<file path="src/rtl/spi_mem_defines.svh">
`ifndef SPI_MEM_DEFINES_SVH
`define SPI_MEM_DEFINES_SVH

// --------------------------------------------------------------------------
// SPI byte memory sizing
// --------------------------------------------------------------------------

// Address comes from the upper seven bits of the command byte
`define SPI_MEM_ADDR_W 7

// One data byte per location
`define SPI_MEM_DATA_W 8

// Full range of a 7-bit address
`define SPI_MEM_DEPTH 128

// Cycles a synchronized pin level must hold before it is accepted
`define SPI_MEM_FILTER_WAIT 2

`endif
</file>
<file path="src/rtl/spi_mem_pkg.sv">
`include "spi_mem_defines.svh"

package spi_mem_pkg;

    typedef logic [`SPI_MEM_ADDR_W-1:0] spi_addr_t;   // Memory address
    typedef logic [`SPI_MEM_DATA_W-1:0] spi_data_t;   // One data byte

    // Wishbone master to slave
    typedef struct packed {
        logic      cyc;
        logic      stb;
        logic      we;
        spi_addr_t adr;
        spi_data_t dat;     // Write data
    } wb_req_t;

    // Wishbone slave to master
    typedef struct packed {
        logic      ack;
        spi_data_t dat;     // Read data, valid with ack
    } wb_rsp_t;

    typedef enum logic [2:0] {
        IDLE,
        GET_CMD,
        WB_READ,
        SEND_DATA,
        GET_DATA,
        WB_WRITE,
        DONE
    } spi_state_t;

endpackage

</file>
<file path="src/rtl/spi_memory.sv">
module spi_memory (
    input  logic clk,
    input  logic rst,
    input  logic sclk_pin,
    input  logic cs_pin,
    input  logic mosi_pin,
    output logic miso,
    output logic miso_oe     // Enable for an outer pad buffer
);

    logic                   sclk_rise;
    logic                   sclk_fall;
    logic                   cs_level;
    logic                   mosi_level;
    logic                   sr_load;
    logic                   sr_serial;
    spi_mem_pkg::spi_data_t sr_data;
    spi_mem_pkg::spi_data_t sr_load_data;
    spi_mem_pkg::wb_req_t   wb_req;
    spi_mem_pkg::wb_rsp_t   wb_rsp;

    // --------------------------------------------------------------------------
    // Pin conditioning
    // --------------------------------------------------------------------------
    input_conditioner sclk_ic (
        .clk(clk), .rst(rst), .pin(sclk_pin),
        .level(), .rise(sclk_rise), .fall(sclk_fall)
    );

    input_conditioner #(.RESET_LEVEL(1'b1)) cs_ic (     // cs idles high
        .clk(clk), .rst(rst), .pin(cs_pin),
        .level(cs_level), .rise(), .fall()
    );

    input_conditioner mosi_ic (
        .clk(clk), .rst(rst), .pin(mosi_pin),
        .level(mosi_level), .rise(), .fall()
    );

    spi_shift_register shift_reg (
        .clk(clk), .rst(rst),
        .shift(sclk_rise), .serial_in(mosi_level),
        .load(sr_load), .load_data(sr_load_data),
        .parallel_out(sr_data), .serial_out(sr_serial)
    );

    spi_slave_ctrl ctrl (
        .clk(clk), .rst(rst),
        .sclk_rise(sclk_rise), .sclk_fall(sclk_fall), .cs_level(cs_level),
        .sr_data(sr_data), .sr_load(sr_load), .sr_load_data(sr_load_data),
        .sr_serial(sr_serial), .miso(miso), .miso_oe(miso_oe),
        .wb_req(wb_req), .wb_rsp(wb_rsp)
    );

    spi_data_memory memory (
        .clk(clk), .rst(rst), .wb_req(wb_req), .wb_rsp(wb_rsp)
    );

endmodule

</file>
<file path="src/rtl/spi_data_memory.sv">
`include "spi_mem_defines.svh"

module spi_data_memory (
    input  logic                 clk,
    input  logic                 rst,
    input  spi_mem_pkg::wb_req_t wb_req,
    output spi_mem_pkg::wb_rsp_t wb_rsp
);

    spi_mem_pkg::spi_data_t mem [`SPI_MEM_DEPTH];
    spi_mem_pkg::spi_data_t rd_data;
    logic                   ack;
    logic                   access;

    // New access only when no ack is outstanding
    assign access = wb_req.cyc && wb_req.stb && !ack;

    // --------------------------------------------------------------------------
    // Storage with registered ack and read data
    // --------------------------------------------------------------------------
    always_ff @(posedge clk) begin
        if (rst) begin
            ack     <= 1'b0;
            rd_data <= '0;
            for (int i = 0; i < `SPI_MEM_DEPTH; i++) begin
                mem[i] <= '0;                           // Start from a blank array
            end
        end else begin
            ack <= access;                              // One cycle pulse
            if (access && wb_req.we) begin
                mem[wb_req.adr] <= wb_req.dat;
            end
            if (access) begin
                rd_data <= mem[wb_req.adr];             // Valid with ack
            end
        end
    end

    assign wb_rsp.ack = ack;
    assign wb_rsp.dat = rd_data;

endmodule

</file>
<file path="src/rtl/spi_slave_ctrl.sv">
module spi_slave_ctrl (
    input  logic                   clk,
    input  logic                   rst,
    input  logic                   sclk_rise,
    input  logic                   sclk_fall,
    input  logic                   cs_level,
    input  spi_mem_pkg::spi_data_t sr_data,
    output logic                   sr_load,
    output spi_mem_pkg::spi_data_t sr_load_data,
    input  logic                   sr_serial,
    output logic                   miso,
    output logic                   miso_oe,
    output spi_mem_pkg::wb_req_t   wb_req,
    input  spi_mem_pkg::wb_rsp_t   wb_rsp
);

    spi_mem_pkg::spi_state_t state;
    logic [3:0]              bit_cnt;   // Counts sclk rises, 0 to 8
    logic                    byte_done;
    logic                    counting;

    assign counting  = (state == spi_mem_pkg::GET_CMD) ||
                       (state == spi_mem_pkg::GET_DATA) ||
                       (state == spi_mem_pkg::SEND_DATA);
    assign byte_done = (bit_cnt == 4'd8);

    // --------------------------------------------------------------------------
    // Transaction FSM and Wishbone master
    // --------------------------------------------------------------------------
    always_ff @(posedge clk) begin
        if (rst) begin
            state   <= spi_mem_pkg::IDLE;
            bit_cnt <= '0;
            wb_req  <= '0;
        end else begin
            if (counting && sclk_rise && !byte_done) begin
                bit_cnt <= bit_cnt + 1'b1;
            end

            case (state)
                spi_mem_pkg::IDLE: begin
                    bit_cnt <= '0;
                    if (!cs_level) begin
                        state <= spi_mem_pkg::GET_CMD;
                    end
                end

                spi_mem_pkg::GET_CMD: begin
                    if (cs_level) begin
                        state <= spi_mem_pkg::IDLE;             // Abort
                    end else if (byte_done) begin
                        bit_cnt    <= '0;
                        wb_req.adr <= spi_mem_pkg::spi_addr_t'(sr_data >> 1);
                        if (sr_data[0]) begin                   // Read command
                            wb_req.cyc <= 1'b1;
                            wb_req.stb <= 1'b1;
                            wb_req.we  <= 1'b0;
                            state      <= spi_mem_pkg::WB_READ;
                        end else begin
                            state <= spi_mem_pkg::GET_DATA;
                        end
                    end
                end

                // Hold the request until the slave answers
                spi_mem_pkg::WB_READ: begin
                    if (wb_rsp.ack) begin
                        wb_req.cyc <= 1'b0;
                        wb_req.stb <= 1'b0;
                        state      <= spi_mem_pkg::SEND_DATA;
                    end
                end

                spi_mem_pkg::SEND_DATA: begin
                    if (cs_level) begin
                        state <= spi_mem_pkg::IDLE;
                    end else if (byte_done) begin
                        state <= spi_mem_pkg::DONE;
                    end
                end

                spi_mem_pkg::GET_DATA: begin
                    if (cs_level) begin
                        state <= spi_mem_pkg::IDLE;             // Partial byte dropped
                    end else if (byte_done) begin
                        wb_req.dat <= sr_data;
                        wb_req.we  <= 1'b1;
                        wb_req.cyc <= 1'b1;
                        wb_req.stb <= 1'b1;
                        state      <= spi_mem_pkg::WB_WRITE;
                    end
                end

                spi_mem_pkg::WB_WRITE: begin
                    if (wb_rsp.ack) begin
                        wb_req.cyc <= 1'b0;
                        wb_req.stb <= 1'b0;
                        wb_req.we  <= 1'b0;
                        state      <= spi_mem_pkg::DONE;
                    end
                end

                spi_mem_pkg::DONE: begin
                    if (cs_level) begin
                        state <= spi_mem_pkg::IDLE;
                    end
                end

                default: state <= spi_mem_pkg::IDLE;
            endcase
        end
    end

    // Read byte goes into the shift register in the ack cycle
    assign sr_load      = (state == spi_mem_pkg::WB_READ) && wb_rsp.ack;
    assign sr_load_data = wb_rsp.dat;

    // --------------------------------------------------------------------------
    // MISO, updated on sclk fall so the master samples a settled bit
    // --------------------------------------------------------------------------
    always_ff @(posedge clk) begin
        if (rst) begin
            miso <= 1'b0;
        end else if (sclk_fall) begin
            miso <= sr_serial;
        end
    end

    assign miso_oe = (state == spi_mem_pkg::SEND_DATA) && !cs_level;

endmodule

</file>
<file path="src/rtl/spi_shift_register.sv">
module spi_shift_register (
    input  logic                   clk,
    input  logic                   rst,
    input  logic                   shift,
    input  logic                   serial_in,
    input  logic                   load,
    input  spi_mem_pkg::spi_data_t load_data,
    output spi_mem_pkg::spi_data_t parallel_out,
    output logic                   serial_out
);

    spi_mem_pkg::spi_data_t data_q;

    // --------------------------------------------------------------------------
    // Load wins over shift
    // --------------------------------------------------------------------------
    always_ff @(posedge clk) begin
        if (rst) begin
            data_q <= '0;
        end else if (load) begin
            data_q <= load_data;
        end else if (shift) begin
            data_q <= {data_q[$bits(data_q)-2:0], serial_in};   // MSB first
        end
    end

    assign parallel_out = data_q;
    assign serial_out   = data_q[$bits(data_q)-1];              // Top bit goes out next

endmodule

</file>
<file path="src/rtl/input_conditioner.sv">
`include "spi_mem_defines.svh"

module input_conditioner #(
    parameter logic RESET_LEVEL = 1'b0  // Idle level of the pin
) (
    input  logic clk,
    input  logic rst,
    input  logic pin,
    output logic level,
    output logic rise,
    output logic fall
);

    localparam int CNT_W = $clog2(`SPI_MEM_FILTER_WAIT + 1);

    logic             sync_0;
    logic             sync_1;
    logic             level_d;
    logic [CNT_W-1:0] stable_cnt;

    // Two-flop synchronizer
    always_ff @(posedge clk) begin
        if (rst) begin
            sync_0 <= RESET_LEVEL;
            sync_1 <= RESET_LEVEL;
        end else begin
            sync_0 <= pin;
            sync_1 <= sync_0;
        end
    end

    // Glitch filter, new level must hold for the full wait
    always_ff @(posedge clk) begin
        if (rst) begin
            level      <= RESET_LEVEL;
            stable_cnt <= '0;
        end else if (sync_1 == level) begin
            stable_cnt <= '0;                           // Bounced back, start over
        end else if (stable_cnt == CNT_W'(`SPI_MEM_FILTER_WAIT - 1)) begin
            level      <= sync_1;
            stable_cnt <= '0;
        end else begin
            stable_cnt <= stable_cnt + 1'b1;
        end
    end

    always_ff @(posedge clk) begin
        if (rst) begin
            level_d <= RESET_LEVEL;
        end else begin
            level_d <= level;
        end
    end

    assign rise = level & ~level_d;                     // Same cycle as level change
    assign fall = ~level & level_d;

endmodule

</file>
<file path="config.mk">
export PLATFORM = sky130hd
export DESIGN_NAME = spi_memory
export DESIGN_NICKNAME = d
export VERILOG_FILES = /design/src/rtl/spi_mem_pkg.sv /design/src/rtl/spi_memory.sv /design/src/rtl/spi_data_memory.sv /design/src/rtl/spi_slave_ctrl.sv /design/src/rtl/spi_shift_register.sv /design/src/rtl/input_conditioner.sv
export VERILOG_INCLUDE_DIRS = /design/src /design/src/rtl
export SDC_FILE = /design/constraint.sdc
export NUM_CORES = 2
export LEC_CHECK = 0
export BUFFER_PORTS_ARGS = -buffer_cell sky130_fd_sc_hd__buf_2
export CORE_MARGIN = 2
export CORE_UTILIZATION = 38
export CTS_CLUSTER_DIAMETER = 200
export CTS_CLUSTER_SIZE = 12
export DETAILED_ROUTE_END_ITERATION = 16
export SLEW_MARGIN = 20
export SYNTH_ARGS = -nofsm -noshare
export SYNTH_HDL_FRONTEND = slang
export SYNTH_SLANG_ARGS = --single-unit
</file>
<file path="constraint.sdc">
create_clock -name clk -period 5.6 [get_ports clk]
set_input_delay 0.56 -clock clk [delete_from_list [all_inputs] [get_ports clk]]
set_output_delay 0.56 -clock clk [all_outputs]
set_load 0.005 [all_outputs]
</file>
# Word-level counts from Yosys, hierarchy flattened
# Memory sizes are Yosys's and may differ from the RTL's. A register that Yosys moved wholly into a read port is not among the register bits.
# Index checks and enable logic that the tools add are counted.
# word_totals
ram_bits	1024
input_bits	5
mem_count	1
regBits	51
latchBits	0
rom_bits	0
# classes
n_shift	0
n_lt_le_gt_ge	0
n_addsub	4
reduce_logical	28
mul	0
muxes	35
n_div	0
n_bitwise	8
eq_ne	25
# mem_list
memory	words	width	read_ports	rd_clocked_by_memory_dff	write_ports	line_no	source
memory.mem	128	8	1	1	128	spi_data_memory.sv:10	spi_mem_pkg::spi_data_t mem [`SPI_MEM_DEPTH];
# op_table
op	count
two-way mux 3 bit	15
two-way mux 8 bit	3
one-hot mux 3 bit (7 select lines)	1
two-way mux 10 bit	2
AND reduction 7 bit	2
two-way mux 4 bit	3
inequality test 2 bit (second input constant)	5
equality test 3 bit (second input constant)	3
inequality test 3 x 2 -> 1 bit (second input constant)	3
OR reduction 3 bit	3
inequality test 2 x 1 -> 1 bit (second input constant)	4
one-hot mux 2 bit (4 select lines)	1
one-hot mux 4 bit (2 select lines)	1
AND reduction 8 bit	1
OR reduction 8 bit	1
logical AND 1 bit	7
two-way mux 7 bit	1
adder 2 x 1 -> 2 bit (second input constant)	3
equality test 2 x 1 -> 1 bit (second input constant)	3
equality test 3 x 2 -> 1 bit (second input constant)	2
two-way mux 1 bit	6
NOT 1 bit	6
AND reduction 2 bit	3
AND reduction 3 bit	2
other kinds (13)	19

# Logic depth before layout (Yosys ltp)
# logic_depth
depth_word	9
mapped_depth	12
depth_no_buf	8

# Hierarchy
# A second synthesis with hierarchy kept.
# unflattened
hier_cells	3809
area_unflattened_um2	50285.7
# by_module_without_submodules
mod	instances	area_each_um2	cells_each
spi_data_memory	1	48007.3	3576
spi_slave_ctrl	1	1288.7	143
input_conditioner at mosi_ic ...	2	203.9	18
spi_shift_register	1	376.6	36
input_conditioner at cs_ic	1	205.2	18

# Worst setup path after synthesis
# OpenSTA, ideal clock, no wires.
# synth_path
path_type	register -> register
from	register ctrl.wb_req[8] (netlist name)
to	memory memory.mem[76][0] in the netlist's numbering, enable pin
t_required_ns	5.291
setup_slack_ns	3.177
path_stages_with_launch	10
arrival_time_ns	2.114
period_less_slack_ns	2.423
path_buffers	5
cell_sequence	dfxtp_1 -> buf_4 -> buf_4 -> buf_6 -> nor3b_2 -> buf_2 -> nand2_1 -> clkbuf_1 -> nor2_1 -> or2_2
# synth_lines
item	line_no
to (decl)	spi_data_memory.sv:10

==> flow_summary.html <==
<table>
<tr><th>Metric</th><th>Value</th></tr>
<tr><th colspan="2">Status</th></tr>
<tr><td>Status</td><td>completed</td></tr>
<tr><th colspan="2">GRT</th></tr>
<tr><td>Number of antenna violations at the first check in global routing</td><td>4</td></tr>
<tr><td>Total GRT Usage</td><td>20.7%</td></tr>
<tr><td>Global-route wire length before repair</td><td>208000 microns</td></tr>
<tr><td>Pin count of the biggest net entering global routing</td><td>111</td></tr>
<tr><td>Number of global-route vias before repair</td><td>29732</td></tr>
<tr><td>Total congestion overflow</td><td>0</td></tr>
<tr><th colspan="2">Drt</th></tr>
<tr><td>Remaining number of nets flagged by the antenna check after routing</td><td>0</td></tr>
<tr><td>Wire length the detailed router placed on met1</td><td>60700 microns</td></tr>
<tr><td>Total met2 wirelength after detailed routing</td><td>66200 microns</td></tr>
<tr><td>Ratio of routed vias to standard cells</td><td>5.58</td></tr>
<tr><td>Final wirelength</td><td>141000 microns</td></tr>
<tr><td>Top layer used by detailed routing</td><td>met5</td></tr>
<tr><td>Total number of vias</td><td>30173</td></tr>
<tr><td>Post-route DRC</td><td>0</td></tr>
<tr><td>Initial detailed-routing violation count</td><td>3591</td></tr>
<tr><td>Length of routed met3 wiring</td><td>9920 microns</td></tr>
<tr><td>Average wire length per cell after detail routing</td><td>26.2 microns</td></tr>
<tr><td>Drt pass-1 iters</td><td>6</td></tr>
<tr><th colspan="2">Yosys</th></tr>
<tr><td>Basic-gate share of the synthesized area counting and, or, nand and nor cells</td><td>18.6%</td></tr>
<tr><td>Post-Syn Nets</td><td>3720</td></tr>
<tr><td>Mean area per synthesized cell</td><td>13.5 sq um</td></tr>
<tr><td>Mux share of post-synthesis cell area</td><td>9.06%</td></tr>
<tr><td>Cell area after synthesis</td><td>0.0502 sq mm</td></tr>
<tr><td>Xor and xnor fraction of the mapped netlist area</td><td>0.105%</td></tr>
<tr><td>Seq cells post-synth</td><td>1082</td></tr>
<tr><td>Number of distinct library cell variants in the gate-level netlist after synthesis</td><td>78</td></tr>
<tr><td>Share of synthesized registers carrying an async set or reset</td><td>0%</td></tr>
<tr><td>Adder and majority gate portion of the synthesized area</td><td>0.125%</td></tr>
<tr><td>Synthesized netlist cell count</td><td>3710</td></tr>
<tr><td>Portion of the post-synthesis area used by sequential elements</td><td>63.6%</td></tr>
<tr><td>Post-synthesis compound-gate area fraction</td><td>5.67%</td></tr>
<tr><td>Yosys warnings</td><td>0</td></tr>
<tr><td>Post-synth EDFFs</td><td>1024</td></tr>
<tr><td>Prevailing post-synth register cell</td><td>sky130_fd_sc_hd__edfxtp_1</td></tr>
<tr><td>Largest family of logic cells by synthesized area</td><td>simple AND/OR/NAND/NOR gates</td></tr>
<tr><th colspan="2">Clock tree</th></tr>
<tr><td>CTS tree</td><td>yes</td></tr>
<tr><td>Skew-Pair Late Insertion Delay</td><td>710 ps</td></tr>
<tr><td>Max Buffers Root-to-Sink</td><td>3</td></tr>
<tr><td>Hold-fix buffer count after cts</td><td>0</td></tr>
<tr><td>CTS resizes</td><td>0</td></tr>
<tr><td>Setup repair bufs after CTS</td><td>0</td></tr>
<tr><td>Root buffer selected by CTS</td><td>sky130_fd_sc_hd__clkbuf_16</td></tr>
<tr><td>Clock input transition at the sequential cells of the worst setup and hold paths</td><td>60 ps</td></tr>
<tr><td>Clk sink count</td><td>1082</td></tr>
<tr><td>Number of CTS-inserted buffers</td><td>100</td></tr>
<tr><td>Max H-tree Level</td><td>3</td></tr>
<tr><th colspan="2">Floorplanning</th></tr>
<tr><td>Die X</td><td>367 microns</td></tr>
<tr><td>Floorplan die height</td><td>367 microns</td></tr>
<tr><td>Number of rows created at floorplan</td><td>133</td></tr>
<tr><td>Ports placed on the boundary</td><td>7</td></tr>
<tr><td>Effective utilization at floorplan</td><td>38.2%</td></tr>
<tr><td>Area of the die</td><td>0.135 sq mm</td></tr>
<tr><td>Placeable core area</td><td>0.131 sq mm</td></tr>
<tr><th colspan="2">Critical path</th></tr>
<tr><td>Capturing point of the worst reg2reg path</td><td>memory.rd_data[4]</td></tr>
<tr><td>Endpoint arrival time on the critical path</td><td>4590 ps</td></tr>
<tr><td>Internal reg-to-reg setup slack</td><td>1550 ps</td></tr>
<tr><td>Element type at the critical path end</td><td>flop</td></tr>
<tr><td>Setup CP Type</td><td>flop to flop</td></tr>
<tr><td>Critical path data required time</td><td>6140 ps</td></tr>
<tr><td>R2R Path Start</td><td>ctrl.wb_req[8]</td></tr>
<tr><td>Worst Setup Start Kind</td><td>flop</td></tr>
<tr><td>Peak fanout along the critical path</td><td>110</td></tr>
<tr><td>Number of cells traversed by the worst register-to-register path</td><td>8</td></tr>
<tr><th colspan="2">Power and ir drop</th></tr>
<tr><td>Largest voltage drop on the vdd net</td><td>0.000195 V</td></tr>
<tr><td>Power per unit of standard cell area</td><td>290 mW/mm^2</td></tr>
<tr><td>Static leakage power</td><td>0.0186 uW</td></tr>
<tr><td>Total chip power</td><td>15800 uW</td></tr>
<tr><th colspan="2">Timing</th></tr>
<tr><td>Setup tns final</td><td>0 ps</td></tr>
<tr><td>Setup violations, final</td><td>0</td></tr>
<tr><td>Final setup skew</td><td>32.6 ps</td></tr>
<tr><td>Fraction of the cycle the final worst path needs</td><td>72.3%</td></tr>
<tr><td>Unrepaired setup endpoints after global routing</td><td>no</td></tr>
<tr><td>Transition at the pin with the smallest max-transition slack</td><td>1130 ps</td></tr>
<tr><td>Final min period</td><td>4050 ps</td></tr>
<tr><td>Final hold slack</td><td>56.8 ps</td></tr>
<tr><td>Slew headroom</td><td>24.4%</td></tr>
<tr><td>Final hold violation count</td><td>0</td></tr>
<tr><td>Number of max-slew violations in the final report</td><td>0</td></tr>
<tr><td>Fmax achieved</td><td>247 MHz</td></tr>
<tr><th colspan="2">Final layout</th></tr>
<tr><td>Ratio of cells with drive above 1 in the final layout</td><td>12.9%</td></tr>
<tr><td>Final antenna diode count</td><td>0</td></tr>
<tr><td>Design area</td><td>0.0544 sq mm</td></tr>
<tr><td>Final net count</td><td>3614</td></tr>
<tr><td>Core occupancy in the finished layout</td><td>41.4%</td></tr>
<tr><td>Total area of multi-input combinational cells</td><td>0.0169 sq mm</td></tr>
<tr><td>Number of fill cells</td><td>11980</td></tr>
<tr><td>Area overhead of the layout relative to synthesis</td><td>8.44%</td></tr>
<tr><td>FF/Latch Area</td><td>0.0320 sq mm</td></tr>
<tr><th colspan="2">Hold path</th></tr>
<tr><td>Number of instances on the worst hold path</td><td>2</td></tr>
<tr><td>Hold Crit Endpoint</td><td>cs_ic.sync_0</td></tr>
<tr><td>Hold Path Class</td><td>input port to flop</td></tr>
<tr><td>Worst min-delay path startpoint</td><td>cs_pin</td></tr>
<tr><th colspan="2">Place</th></tr>
<tr><td>IO buf count</td><td>6</td></tr>
<tr><td>Cell area reported after detailed placement</td><td>0.0517 sq mm</td></tr>
<tr><td>Weighted congestion reported at the end of routability-driven placement</td><td>0.860</td></tr>
<tr><td>HPWL after DPL</td><td>87000 microns</td></tr>
<tr><th colspan="2">Flow run</th></tr>
<tr><td>Max-cap check violation count</td><td>0</td></tr>
</table>
cells in the final DEF (no fill, tap or decap), types with 11 or more instances in the layout:
cell / instances
sky130_fd_sc_hd__a22o_1: 15
sky130_fd_sc_hd__nor2b_1: 17
sky130_fd_sc_hd__mux2_2: 26
sky130_fd_sc_hd__nand2b_1: 15
sky130_fd_sc_hd__clkbuf_1: 40
sky130_fd_sc_hd__a211oi_1: 12
sky130_fd_sc_hd__o22ai_1: 67
sky130_fd_sc_hd__inv_1: 12
sky130_fd_sc_hd__o211ai_1: 14
sky130_fd_sc_hd__nand3_1: 23
sky130_fd_sc_hd__and2_1: 1027
sky130_fd_sc_hd__dfxtp_1: 46
sky130_fd_sc_hd__nand2_1: 102
sky130_fd_sc_hd__nor2_1: 197
sky130_fd_sc_hd__mux2i_1: 208
sky130_fd_sc_hd__nor2_2: 11
sky130_fd_sc_hd__mux4_2: 94
sky130_fd_sc_hd__dfxtp_4: 11
sky130_fd_sc_hd__nor3_1: 37
sky130_fd_sc_hd__or2_2: 133
sky130_fd_sc_hd__a221oi_1: 81
sky130_fd_sc_hd__o21ai_0: 20
sky130_fd_sc_hd__edfxtp_1: 1024
sky130_fd_sc_hd__a21oi_1: 48
sky130_fd_sc_hd__buf_4: 62
sky130_fd_sc_hd__clkbuf_16: 101
sky130_fd_sc_hd__a22oi_1: 22
state kept, by name, indices dropped and copies added (netlist names), 3 cells and up:
signal                  cells
ctrl.wb_req                17
ctrl.state                  3
memory.rd_data              8
shift_reg.parallel_out      8
memory.mem               1024
ctrl.bit_cnt                4
critical path: stages, from the launching register on:
cell and delay (ps):
sky130_fd_sc_hd__dfxtp_4 650, sky130_fd_sc_hd__buf_12 630, sky130_fd_sc_hd__buf_12 530, sky130_fd_sc_hd__mux2i_1 350, sky130_fd_sc_hd__o22ai_1 120, sky130_fd_sc_hd__nor3_1 410
sky130_fd_sc_hd__nor4_1 190, sky130_fd_sc_hd__a2111oi_2 620, sky130_fd_sc_hd__a311oi_1 160
layout make-up:
type	instances	area share, %
multi-input combinational	2334	31.0
clock buffer	141	4.92
clock inverter	5	0.133
inverter	15	0.103
sequential	1082	58.7
timing repair buffer	71	1.03
tap	1755	4.04
stage by stage:
stage                     setup slack (ps)  instances
after floorplan                       3180       3710
after global placement                1320       5257
after detailed placement              1640       5257
after CTS                             1620       5403
after global routing                  1420       5403
final                                 1550       5403
worst max-delay path by stage:
stage                   startpoint           endpoint  slack [ps]
finish              ctrl.wb_req[8]  memory.rd_data[4]        1550
global route        ctrl.wb_req[8]  memory.rd_data[4]        1420
CTS                 ctrl.wb_req[8]  memory.rd_data[4]        1620
detailed placement  ctrl.wb_req[8]  memory.rd_data[4]        1640
global placement    ctrl.wb_req[8]  memory.rd_data[7]        1320
floorplan           ctrl.wb_req[8]  memory.mem[76][0]        3180
power breakdown:
group	total (uW)	switching (uW)	leakage [uW]	internal, uW
Sequential	9160	87.4	0.0110	9070
Combinational	367	251	0.00619	116
Clock	6270	2980	0.00133	3290
synthesized netlist by cell type (16+ instances only):
library cell	number	area, sq um
sky130_fd_sc_hd__and2_1	1027	6420
sky130_fd_sc_hd__edfxtp_1	1024	30700
sky130_fd_sc_hd__mux2i_1	208	2080
sky130_fd_sc_hd__nor2_1	197	739
sky130_fd_sc_hd__clkbuf_1	185	694
sky130_fd_sc_hd__or2_2	133	832
sky130_fd_sc_hd__nand2_1	102	383
sky130_fd_sc_hd__mux4_2	94	2120
sky130_fd_sc_hd__a221oi_1	81	709
sky130_fd_sc_hd__o22ai_1	67	419
sky130_fd_sc_hd__dfxtp_1	58	1160
sky130_fd_sc_hd__a21oi_1	48	240
sky130_fd_sc_hd__buf_2	43	215
sky130_fd_sc_hd__nor3_1	37	185
sky130_fd_sc_hd__buf_4	26	195
sky130_fd_sc_hd__mux2_2	26	293
sky130_fd_sc_hd__nand3_1	23	115
sky130_fd_sc_hd__a22oi_1	22	165
sky130_fd_sc_hd__o21ai_0	20	100
sky130_fd_sc_hd__nor2b_1	19	119
sky130_fd_sc_hd__buf_6	16	180
sky130_fd_sc_hd__nand2b_1	16	100
layer usage:
layer	vias up	track usage, %
met4	4	6.68
met3	271	3.18
li1	13304	-
met2	1226	33.2
met1	15368	28.9
met5	-	0
cells by family (layout without fill, tap and decap cells):
kind of cell,after synthesis,in the layout
AOI/OAI and AO/OA,380,380
muxes,330,330
DFF,1082,1082
and+or+nand+nor,1613,1613
adders and majority gates,5,5
buffers and inverters,294,232
xor gates and xnor gates,6,6
Power figures use the tool's default switching activity.
